### src/opll_pkg.sv
//////////////////////////////
// register map, field types and scanner states of the OPLL front end
// channel count is fixed by the chip's register map
//////////////////////////////
`default_nettype none

package opll_pkg;

	typedef logic [5:0]  reg_addr_t;
	typedef logic [7:0]  reg_data_t;
	typedef logic [8:0]  fnum_t;
	typedef logic [2:0]  block_t;
	typedef logic [3:0]  inst_t;
	typedef logic [3:0]  vol_t;
	typedef logic [3:0]  chan_idx_t;
	typedef logic [15:0] phase_inc_t;
	typedef logic [2:0]  lane_mask_t;

	// en, bd, sd, tom, cym, hh from msb to lsb
	typedef logic [5:0]  rhythm_t;

	// register 00 in the low byte, register 07 in the high byte
	typedef logic [63:0] user_patch_t;

	// {inst, vol} {sust, key, block, fnum[8]} {fnum[7:0]}
	typedef logic [21:0] chan_word_t;

	localparam int CHAN_COUNT = 9;

	// channel group bases, channel number in the low nibble
	localparam reg_addr_t ADDR_FNUM_LO  = 6'h10;
	localparam reg_addr_t ADDR_CTRL     = 6'h20;
	localparam reg_addr_t ADDR_INST_VOL = 6'h30;
	localparam reg_addr_t ADDR_RHYTHM   = 6'h0e;

	// bit positions in lane_mask_t
	localparam int LANE_FNUM_LO  = 0;
	localparam int LANE_CTRL     = 1;
	localparam int LANE_INST_VOL = 2;

	// lsb of each lane inside chan_word_t
	localparam int WORD_FNUM_LO_LSB  = 0;
	localparam int WORD_CTRL_LSB     = 8;
	localparam int WORD_INST_VOL_LSB = 14;

	typedef enum logic [1:0] {
		SCAN_REQ,
		SCAN_WAIT,
		SCAN_EMIT
	} scan_state_t;

endpackage

`default_nettype wire

### src/opll_reg_decoder.sv
//////////////////////////////
// host register port: sel_reg latches the address, sel_dat writes d
// sel_dat needs an idle cycle between two writes
// channel writes leave as a same-cycle request, no read-back
//////////////////////////////
`timescale 1ns/1ps
`default_nettype none

module opll_reg_decoder (
	input  wire                           clk,
	input  wire                           reset,
	input  wire opll_pkg::reg_data_t      d,
	input  wire                           sel_reg,
	input  wire                           sel_dat,
	output opll_pkg::user_patch_t         ut_patch,
	output opll_pkg::rhythm_t             rhythm,
	output logic                          wr_req,
	output opll_pkg::chan_idx_t           wr_chan,
	output opll_pkg::lane_mask_t          wr_lane,
	output opll_pkg::chan_word_t          wr_data
);

	opll_pkg::reg_addr_t reg_addr;
	opll_pkg::reg_addr_t grp_base;
	opll_pkg::reg_data_t patch_byte;

	// address latch
	always_ff @(posedge clk) begin
		if (reset) begin
			reg_addr <= '0;
		end
		else if (sel_reg) begin
			reg_addr <= d[5:0];
		end
	end

	always_comb begin
		patch_byte = d;
		if (reg_addr[2:0] == 3'd3) begin
			patch_byte[5] = 1'b0; // unused on the chip
		end
	end

	// user patch 00-07 and rhythm 0E
	always_ff @(posedge clk) begin
		if (reset) begin
			ut_patch <= '0;
			rhythm   <= '0;
		end
		else if (sel_dat) begin
			if (reg_addr[5:3] == 3'b000) begin
				ut_patch[{reg_addr[2:0], 3'b000} +: 8] <= patch_byte;
			end
			if (reg_addr == opll_pkg::ADDR_RHYTHM) begin
				rhythm <= d[5:0];
			end
		end
	end

	assign grp_base = {reg_addr[5:4], 4'h0};
	assign wr_chan  = reg_addr[3:0];

	// place the byte in its lane of the channel word
	always_comb begin
		wr_lane = '0;
		wr_data = '0;
		case (grp_base)
			opll_pkg::ADDR_FNUM_LO: begin
				wr_lane[opll_pkg::LANE_FNUM_LO] = 1'b1;
				wr_data[opll_pkg::WORD_FNUM_LO_LSB +: 8] = d;
			end
			opll_pkg::ADDR_CTRL: begin
				wr_lane[opll_pkg::LANE_CTRL] = 1'b1;
				wr_data[opll_pkg::WORD_CTRL_LSB +: 6] = d[5:0]; // sust, key, block, fnum msb
			end
			opll_pkg::ADDR_INST_VOL: begin
				wr_lane[opll_pkg::LANE_INST_VOL] = 1'b1;
				wr_data[opll_pkg::WORD_INST_VOL_LSB +: 8] = d;
			end
			default: begin
				wr_lane = '0;
			end
		endcase
	end

	// one cycle wide since sel_dat is; channels 9-15 are dropped
	assign wr_req = sel_dat && (wr_lane != '0) && (wr_chan < opll_pkg::CHAN_COUNT);

endmodule

`default_nettype wire

### src/opll_chan_ram.sv
//////////////////////////////
// nine-word channel memory, lane write enables, one-cycle read
// a read in a write cycle returns the old word
//////////////////////////////
`timescale 1ns/1ps
`default_nettype none

module opll_chan_ram (
	input  wire                       clk,
	input  wire                       reset,
	input  wire opll_pkg::chan_idx_t  addr,
	input  wire opll_pkg::lane_mask_t we,
	input  wire opll_pkg::chan_word_t wdata,
	output opll_pkg::chan_word_t      rdata
);

	opll_pkg::chan_word_t mem [opll_pkg::CHAN_COUNT];

	always_ff @(posedge clk) begin
		if (reset) begin
			for (int i = 0; i < opll_pkg::CHAN_COUNT; i++) begin
				mem[i] <= '0;
			end
		end
		else if (addr < opll_pkg::CHAN_COUNT) begin
			if (we[opll_pkg::LANE_FNUM_LO]) begin
				mem[addr][opll_pkg::WORD_FNUM_LO_LSB +: 8] <= wdata[opll_pkg::WORD_FNUM_LO_LSB +: 8];
			end
			if (we[opll_pkg::LANE_CTRL]) begin
				mem[addr][opll_pkg::WORD_CTRL_LSB +: 6] <= wdata[opll_pkg::WORD_CTRL_LSB +: 6];
			end
			if (we[opll_pkg::LANE_INST_VOL]) begin
				mem[addr][opll_pkg::WORD_INST_VOL_LSB +: 8] <= wdata[opll_pkg::WORD_INST_VOL_LSB +: 8];
			end
		end
	end

	always_ff @(posedge clk) begin
		if (addr < opll_pkg::CHAN_COUNT) begin
			rdata <= mem[addr];
		end
		else begin
			rdata <= '0; // out of range reads as zero
		end
	end

endmodule

`default_nettype wire

### src/opll_ram_arbiter.sv
//////////////////////////////
// one-entry write buffer, round-robin port sharing with the scanner
// relies on the idle cycle between host writes
//////////////////////////////
`timescale 1ns/1ps
`default_nettype none

module opll_ram_arbiter (
	input  wire                       clk,
	input  wire                       reset,
	input  wire                       wr_req,
	input  wire opll_pkg::chan_idx_t  wr_chan,
	input  wire opll_pkg::lane_mask_t wr_lane,
	input  wire opll_pkg::chan_word_t wr_data,
	input  wire                       rd_req,
	input  wire opll_pkg::chan_idx_t  rd_chan,
	input  wire opll_pkg::chan_word_t rdata,
	output logic                      rd_valid,
	output opll_pkg::chan_word_t      rd_data,
	output opll_pkg::chan_idx_t       mem_addr,
	output opll_pkg::lane_mask_t      mem_we,
	output opll_pkg::chan_word_t      mem_wdata
);

	logic                 buf_valid;
	opll_pkg::chan_idx_t  buf_chan;
	opll_pkg::lane_mask_t buf_lane;
	logic                 last_wr;   // write side won the last contest
	logic                 rd_pend;
	logic                 gnt_wr;
	logic                 gnt_rd;

	assign rd_pend = rd_req && !rd_valid; // scanner still holds rd_req while rd_valid is up
	assign gnt_wr  = buf_valid && (!rd_pend || !last_wr);
	assign gnt_rd  = rd_pend && !gnt_wr;

	always_ff @(posedge clk) begin
		if (reset) begin
			buf_valid <= 1'b0;
			last_wr   <= 1'b0;
			rd_valid  <= 1'b0;
		end
		else begin
			// a new entry may arrive in the cycle the old one is written
			if (wr_req) begin
				buf_valid <= 1'b1;
			end
			else if (gnt_wr) begin
				buf_valid <= 1'b0;
			end
			if (buf_valid && rd_pend) begin
				last_wr <= ~last_wr;
			end
			rd_valid <= gnt_rd;
		end
	end

	always_ff @(posedge clk) begin
		if (wr_req) begin
			buf_chan  <= wr_chan;
			buf_lane  <= wr_lane;
			mem_wdata <= wr_data;
		end
	end

	assign mem_addr = gnt_rd ? rd_chan : buf_chan;
	assign mem_we   = gnt_wr ? buf_lane : '0;
	assign rd_data  = rdata;

endmodule

`default_nettype wire

### src/opll_chan_scanner.sv
//////////////////////////////
// loops over channels 0-8, one record per channel
// records at least three cycles apart, rhythm forces keys on 6-8
//////////////////////////////
`timescale 1ns/1ps
`default_nettype none

module opll_chan_scanner (
	input  wire                       clk,
	input  wire                       reset,
	input  wire opll_pkg::rhythm_t    rhythm,
	input  wire                       rd_valid,
	input  wire opll_pkg::chan_word_t rd_data,
	output logic                      rd_req,
	output opll_pkg::chan_idx_t       rd_chan,
	output logic                      chan_valid,
	output opll_pkg::chan_idx_t       chan_idx,
	output opll_pkg::phase_inc_t      phase_inc,
	output logic                      key_on,
	output logic                      sust_on,
	output opll_pkg::inst_t           inst,
	output opll_pkg::vol_t            vol
);

	opll_pkg::scan_state_t state;
	opll_pkg::fnum_t       fnum;
	opll_pkg::block_t      block;
	logic                  key_rhy;

	assign fnum  = {rd_data[opll_pkg::WORD_CTRL_LSB], rd_data[opll_pkg::WORD_FNUM_LO_LSB +: 8]};
	assign block = rd_data[opll_pkg::WORD_CTRL_LSB + 1 +: 3];

	// rhythm bits: en bd sd tom cym hh
	always_comb begin
		case (rd_chan)
			4'd6:    key_rhy = rhythm[4];             // bass drum
			4'd7:    key_rhy = rhythm[3] | rhythm[0]; // snare, hi-hat
			4'd8:    key_rhy = rhythm[2] | rhythm[1]; // tom, cymbal
			default: key_rhy = 1'b0;
		endcase
	end

	assign rd_req = (state == opll_pkg::SCAN_REQ) || (state == opll_pkg::SCAN_WAIT);

	always_ff @(posedge clk) begin
		if (reset) begin
			state      <= opll_pkg::SCAN_REQ;
			rd_chan    <= '0;
			chan_valid <= 1'b0;
		end
		else begin
			chan_valid <= 1'b0;
			case (state)
				opll_pkg::SCAN_REQ: state <= opll_pkg::SCAN_WAIT;
				opll_pkg::SCAN_WAIT: begin
					if (rd_valid) begin
						state      <= opll_pkg::SCAN_EMIT;
						chan_valid <= 1'b1;
					end
				end
				opll_pkg::SCAN_EMIT: begin
					state   <= opll_pkg::SCAN_REQ;
					rd_chan <= (rd_chan == opll_pkg::CHAN_COUNT - 1) ? '0 : rd_chan + 1'b1;
				end
				default: state <= opll_pkg::SCAN_REQ;
			endcase
		end
	end

	// record fields, valid with chan_valid
	always_ff @(posedge clk) begin
		if (state == opll_pkg::SCAN_WAIT && rd_valid) begin
			chan_idx  <= rd_chan;
			phase_inc <= opll_pkg::phase_inc_t'(fnum) << block;
			key_on    <= rd_data[opll_pkg::WORD_CTRL_LSB + 4] | (rhythm[5] & key_rhy);
			sust_on   <= rd_data[opll_pkg::WORD_CTRL_LSB + 5];
			inst      <= rd_data[opll_pkg::WORD_INST_VOL_LSB + 4 +: 4];
			vol       <= rd_data[opll_pkg::WORD_INST_VOL_LSB +: 4];
		end
	end

endmodule

`default_nettype wire

### src/opll_ctrl_top.sv
//////////////////////////////
// OPLL control front end: register decoder, channel memory, scanner
// plain strobes only, no back-pressure to the host
//////////////////////////////
`timescale 1ns/1ps
`default_nettype none

module opll_ctrl_top (
	input  wire                      clk,
	input  wire                      reset,
	input  wire opll_pkg::reg_data_t d,
	input  wire                      sel_reg,
	input  wire                      sel_dat,
	output opll_pkg::user_patch_t    ut_patch,
	output opll_pkg::rhythm_t        rhythm,
	output logic                     chan_valid,
	output opll_pkg::chan_idx_t      chan_idx,
	output opll_pkg::phase_inc_t     phase_inc,
	output logic                     key_on,
	output logic                     sust_on,
	output opll_pkg::inst_t          inst,
	output opll_pkg::vol_t           vol
);

	// decoder to arbiter
	logic                 wr_req;
	opll_pkg::chan_idx_t  wr_chan;
	opll_pkg::lane_mask_t wr_lane;
	opll_pkg::chan_word_t wr_data;

	// scanner to arbiter
	logic                 rd_req;
	opll_pkg::chan_idx_t  rd_chan;
	logic                 rd_valid;
	opll_pkg::chan_word_t rd_data;

	// memory port
	opll_pkg::chan_idx_t  mem_addr;
	opll_pkg::lane_mask_t mem_we;
	opll_pkg::chan_word_t mem_wdata;
	opll_pkg::chan_word_t mem_rdata;

	opll_reg_decoder u_decoder (
		.clk, .reset, .d, .sel_reg, .sel_dat,
		.ut_patch, .rhythm,
		.wr_req, .wr_chan, .wr_lane, .wr_data
	);

	opll_ram_arbiter u_arbiter (
		.clk, .reset,
		.wr_req, .wr_chan, .wr_lane, .wr_data,
		.rd_req, .rd_chan,
		.rdata (mem_rdata),
		.rd_valid, .rd_data,
		.mem_addr, .mem_we, .mem_wdata
	);

	opll_chan_ram u_chan_ram (
		.clk, .reset,
		.addr  (mem_addr),
		.we    (mem_we),
		.wdata (mem_wdata),
		.rdata (mem_rdata)
	);

	opll_chan_scanner u_scanner (
		.clk, .reset, .rhythm, .rd_valid, .rd_data,
		.rd_req, .rd_chan,
		.chan_valid, .chan_idx, .phase_inc, .key_on, .sust_on, .inst, .vol
	);

endmodule

`default_nettype wire

### config.mk
export PLATFORM = sky130hd
export DESIGN_NAME = opll_ctrl_top
export DESIGN_NICKNAME = d
export VERILOG_FILES = /design/src/opll_pkg.sv /design/src/opll_reg_decoder.sv /design/src/opll_chan_ram.sv /design/src/opll_ram_arbiter.sv /design/src/opll_chan_scanner.sv /design/src/opll_ctrl_top.sv
export SDC_FILE = /design/constraint.sdc
export NUM_CORES = 1
export LEC_CHECK = 0
export ABC_AREA = 1
export BUFFER_PORTS_ARGS = -buffer_cell sky130_fd_sc_hd__clkbuf_2
export CAP_MARGIN = 20
export CORE_ASPECT_RATIO = 1.1
export CORE_UTILIZATION = 40
export CTS_BUF_LIST = sky130_fd_sc_hd__clkbuf_16
export CTS_CLUSTER_SIZE = 20
export DETAILED_ROUTE_END_ITERATION = 7
export PLACE_DENSITY_LB_ADDON = 0.3
export SLEW_MARGIN = 20
export SYNTH_ARGS = -nofsm -noshare
export SYNTH_HDL_FRONTEND = slang
export SYNTH_SLANG_ARGS = --single-unit
### constraint.sdc
create_clock -name clk -period 3.43 [get_ports clk]
set_input_delay 0 -clock clk [delete_from_list [all_inputs] [get_ports clk]]
set_output_delay 0 -clock clk [all_outputs]
set_load 0.02 [all_outputs]
======== Yosys cells after proc, flatten, opt, wreduce, memory -nomap -nowiden ========
Memory sizes are Yosys's and may differ from the RTL's. A register that Yosys moved wholly into a read port is not among the register bits.
Index checks and enable logic that the tools add are counted.
operators by class
  order comparisons ....................... 2
  bitwise logic cells ..................... 6
  eq/ne operators ......................... 11
  div/mod/pow operators ................... 0
  multiply operators ...................... 0
  multiplexer cells ....................... 31
  reduce and logical (&&, ||, !) cells .... 22
  shift operators ......................... 3
  $add $sub $neg .......................... 2
operators by type and width
  kind                      count
  $bwmux W64                1
  $shift A8 B8 Y64 const A  1
  $shiftx A8 B8 Y64         1
  $mux W22                  1
  $reduce_or A22 Y1         1
  $mux W1                   21
  $shl A9 B3 Y16            1
  $mux W4                   3
  $eq A4 B3 Y1 const B      2
  $lt A4 B4 Y1 const B      2
  $neg A6 Y8                1
  $logic_and A1 B1 Y1       7
  $eq A2 B2 Y1 const B      3
  $eq A6 B4 Y1 const B      1
  $mux W3                   2
  $logic_not A1 Y1          5
  $add A4 B1 Y4 const B     1
  $eq A2 B1 Y1 const B      2
  $eq A4 B4 Y1 const B      1
  $pmux W2 S2               1
  $reduce_and A2 Y1         2
  $eq A3 B2 Y1 const B      1
  $logic_not A3 Y1          1
  $or A1 B1 Y1              3
  10 further kinds          12
storage, ports and cells
  RAM bits ................................ 198
  logic and storage cells ................. 98
  latch bits .............................. 0
  memories kept ........................... 1
  output and inout port bits .............. 101
  bits in read-only memories .............. 0
  register bits after elaboration ......... 145
  input bits .............................. 12
memory list
  name            words  width  rd ports  clocked after memory_dff  wr ports  RTL line             source
  u_chan_ram.mem  9      22     1         1                         9         opll_chan_ram.sv:17  opll_pkg::chan_word_t mem [opll_pkg::CHAN_COUNT];

======== Logic depth before layout (Yosys ltp) ========
  depth after elaboration ................. 15
  gate-level depth with buffers ........... 13
  gate-level depth less buffers ........... 12

======== Hierarchy ========
A second synthesis with hierarchy kept.
second synthesis, totals
  cell total of the unflattened synthesis .. 2126
  area total of the unflattened synthesis .. 18891.9 µm²
by module, submodules not included
  module             cells an instance  times used  seq. area each (µm²)  area each (µm²)
  opll_chan_ram      1374               1           8368.0                12502.0
  opll_reg_decoder   495                1           1521.5                3467.1
  opll_chan_scanner  168                1           1041.0                1651.6
  opll_ram_arbiter   89                 1           930.9                 1271.2

======== Worst setup path after synthesis ========
Ideal clock, no wire load.
  kind .................................... reg2reg
  from .................................... register u_decoder.reg_addr[0]
  to ...................................... register u_arbiter.buf_chan[0] (enable)
  stages on the path, launching flop included .. 5
  path buffers ............................ 0
  slack ................................... 0.279 ns
  required time ........................... 2.976 ns
  arrival time ............................ 2.697 ns
  clock period less this slack ............ 3.151 ns
  library setup time ...................... 0.454 ns
  cell sequence ........................... dfxtp_1 -> inv_1 -> ha_1 -> a21oi_1 -> nor3_1
on the way
  longest elaborated chain between the ends .. 2
RTL lines
  item                    RTL line                source
  from (decl)             opll_reg_decoder.sv:23  opll_pkg::reg_addr_t reg_addr;
  from (signal assigned)  opll_reg_decoder.sv:33  reg_addr <= d[5:0];
  $lt A4 B4 Y1            opll_reg_decoder.sv:87  assign wr_req = sel_dat && (wr_lane != '0) && (wr_chan < opll_pkg::CHAN_COUNT);
  $logic_and A1 B1 Y1     opll_reg_decoder.sv:87
  via u_arbiter.wr_req    opll_ram_arbiter.sv:11  input wire wr_req,
  to (signal assigned)    opll_ram_arbiter.sv:60  buf_chan <= wr_chan;
  to (decl)               opll_ram_arbiter.sv:26  opll_pkg::chan_idx_t buf_chan;
The timed path passes the listed nets, and every way through them passes these cells.
A chain may end at the register's enable or synchronous reset.

==> summary.md <==
| Metric | Value |
|---|---|
| Run status | finished, final reports clean |
| Synthesized cell area | 0.01820 sq mm |
| First-pass GRT wire length | 71.93 mm |
| PD cells | 587.1 mW/mm^2 |
| First-pass DRT Iterations | 5 |
| CP Capture Type | flip-flop |
| Setup TNS | 0 ns |
| Core Area | 0.04469 sq mm |
| Synth-to-Final Area Change | 16.76% |
| Initial core utilization | 40.71% |
| Count leader, synth | nand2_1 |
| CP Cell Sequence | inv_1, o21ai_4, nand2_1, o21ai_4, nand2_1, o21ai_2, inv_2, nor2_4, nand2_1, nand2_1 |
| CTS tree | built |
| # setup viols final | 0 |
| Critical path required time | 3.68 ns |
| Final wirelength | 45.63 mm |
| Largest net degree at the start of global routing | 111 |
| Num Clock Sinks | 431 |
| Clk_lat worst skew | 0.59 ns |
| Post-CTS setup buffers | 0 |
| Max Fclk | 310.8 MHz |
| Clock Skew | 0.02800 ns |
| Pleak | 9.273 nW |
| Row count | 81 |
| Worst Setup Start Kind | flip-flop |
| Layout Nets | 2118 |
| Ys Warns | 0 |
| Initial antenna violation count | 0 |
| # H-tree levels | 2 |
| Die Y-Extent | 225.7 microns |
| Die ar. | 0.04635 sq mm |
| Routability congestion estimate | 0.9091 |
| DP HPWL | 29.75 mm |
| Maximum Capacitance Violations | 0 |
| Number of hold violations in the final report | 0 |
| Gr ovfl total | 0 |
| Synth top cells by count | 600 x nand2_1, 323 x edfxtp_1, 272 x nor2_1, 229 x nand3_1, 108 x dfxtp_1 |
| Root Buffer | clkbuf_16 |
| DR iter-0 viols | 1009 |
| Io pins | 113 |
| EDFF count, synth | 323 |
| Synth Flop Type | edfxtp_1 |
| Max FO, Critical Path | 11 |
| Worst path slowest cell | o21ai_4 |
| Synth area leader | edfxtp_1 |
| Critical Path Max Stage Delay | 0.41 ns |
| Buf/Inv on CP | 2 |
| Cell repeated most along the worst path | nand2_1 |
| CP Data Arrival Time | 3.47 ns |
| Hold WS | 0.2850 ns |
| Slew HR | 33.84% |
| Worst min path class | input pin to flip-flop |
| Register bit count reported by yosys | 431 |
| FILL cells | 4189 |
| IO buf count | 112 |
| Async S/R FF share, synth | 0% |
| Vias per cell | 5.100 |
| Sequential-to-total area share from yosys stat | 65.19% |
| Maximum VDD drop | 0.0004173 V |
| Flop2flop setup slack | 0.21 ns |
| Fin. max-slew vios | 0 |
| Cell count after synthesis | 1925 |
| Vias in the first global route | 13520 |
| Total GRT Usage | 19.97% |
| Fin crit period | 3.218 ns |
| Crit path max-delay family | simple AND/OR/NAND/NOR gates |
| Synth unique cells | 33 |
| Overall Power | 12.47 mW |
| Total CTS buffers | 46 |
| Multi-input gate area | 0.005892 sq mm |
| Synth top area share | 53.30% |
| Die width | 205.4 microns |
| Routed len/inst | 16.79 microns |
| Diode count | 0 |
| Share of cells above drive strength 1 | 10.76% |
| Final Cycle Share | 93.82% |
| WS Path Type | flip-flop to flip-flop |
| Synth area leaders | edfxtp_1 53%, nand2_1 12%, dfxtp_1 12% |
| DRT antenna net count | 0 |
| Register area | 0.01186 sq mm |
| DRC | 0 |
| RSZ-0062 raised after global routing | false |
| Clock transition at path regs | 0.06 ns |
| Routed vias | 13860 |
| Slew @ Worst Pin | 0.9925 ns |
| Largest buffer count on any clock path | 3 |
| Syn_area_per_cell | 9.453 sq um |
[stage by stage]
step                      instance area, sq um  setup WS (ns)  util, %  instances
final                                    21250         0.2120    47.54       2718
after global routing                     21250      0.0007672    47.54       2718
after global placement                   19640         0.2794    43.93       2619
after detailed placement                 19640         0.1269    43.93       2619
after CTS                                21230        0.09711    47.50       2717
after floorplan                          18440         0.2792        -       1990
[cell families after synthesis]
logic type / Yosys count / synth area share (%)
muxes: 5 / 0.2751
DFF: 431 / 65.19
buffers and inverters: 191 / 3.988
AOI/OAI and AO/OA: 172 / 5.082
adders and majority gates: 7 / 0.4813
other: 1 / 0.02061
xor gates and xnor gates: 1 / 0.04814
and+or+nand+nor: 1117 / 24.92
[worst register-to-register path: cells and delay by family, from the launching register on]
family	cells	cell delay, ns
AO/OA/AOI/OAI	3	0.90
buffers and inverters	2	0.21
flip-flops	1	0.33
AND/OR/NAND/NOR	5	1.45
[final timing paths]
path	start	to	depth (start not counted)
worst max-delay path	u_arbiter.buf_valid	u_chan_ram.mem[0][0]	10
worst min-delay path	d[0]	u_decoder.ut_patch[16]	4
worst max register to register	u_arbiter.buf_valid	u_chan_ram.mem[0][0]	10
worst min register to register	u_chan_ram.rdata[16]	u_scanner.vol[2]	0
[cell type report]
cell class / instances / area share (%)
clock buffers: 47 / 5.536
clock inverters: 39 / 1.396
inverters: 93 / 1.643
well taps: 581 / 3.422
multi-input cells: 1369 / 27.73
repair buffers: 158 / 4.441
flip-flops and latches: 431 / 55.83
[routing by layer]
metal	part of all wire [%]	wire (microns)	global-route usage [%]
met1	43	19610	26.59
met4	2.9	1339	7.670
met2	46	20860	32.24
met5	0	0	0
met3	8.4	3821	3.709
[sequential cells by signal (all words and copies together) (netlist names), 2 cells and up]
signal and count:
u_chan_ram.mem 264, u_decoder.ut_patch 64, u_arbiter.mem_wdata 22, u_chan_ram.rdata 22, u_scanner.phase_inc 16, u_decoder.reg_addr 6
u_decoder.rhythm 6, u_arbiter.buf_chan 4, u_scanner.chan_idx 4, u_scanner.inst 4, u_scanner.rd_chan 4, u_scanner.vol 4
u_arbiter.buf_lane 3, u_scanner.state 2
[power by group]
group	leakage, nW	internal (mW)	switching, mW
Sequential	4.14	5.90	0.130
Combinational	4.37	0.414	1.16
Clock	0.764	2.80	2.07
Total	9.27	9.11	3.36
[placed cells by master, fill, tap and decap left out, drive strengths merged, types with 2 or more instances in the layout]
master,Yosys,routed
ha,7,7
nand3,229,229
clkinv,29,47
nor3,7,7
nor2,276,276
bufinv,0,4
mux2i,5,5
buf,16,34
o21ai,83,84
inv,64,79
dlygate4sd3,0,12
nand4,2,2
dfxtp,108,108
edfxtp,323,323
a21oi,71,71
conb,1,66
a211oi,12,12
nand2,601,601
clkinvlp,0,2
o211ai,3,3
clkbuf,82,159
[repair_timing]
item | 4_1_cts | 5_1_grt
resized for setup | 0 | 1
endpoints found under the hold margin | 92 | 0
hold buffers | 12 | 0
setup endpoints to repair | 0 | 44
No activity file was read; power rests on OpenSTA's default activity.
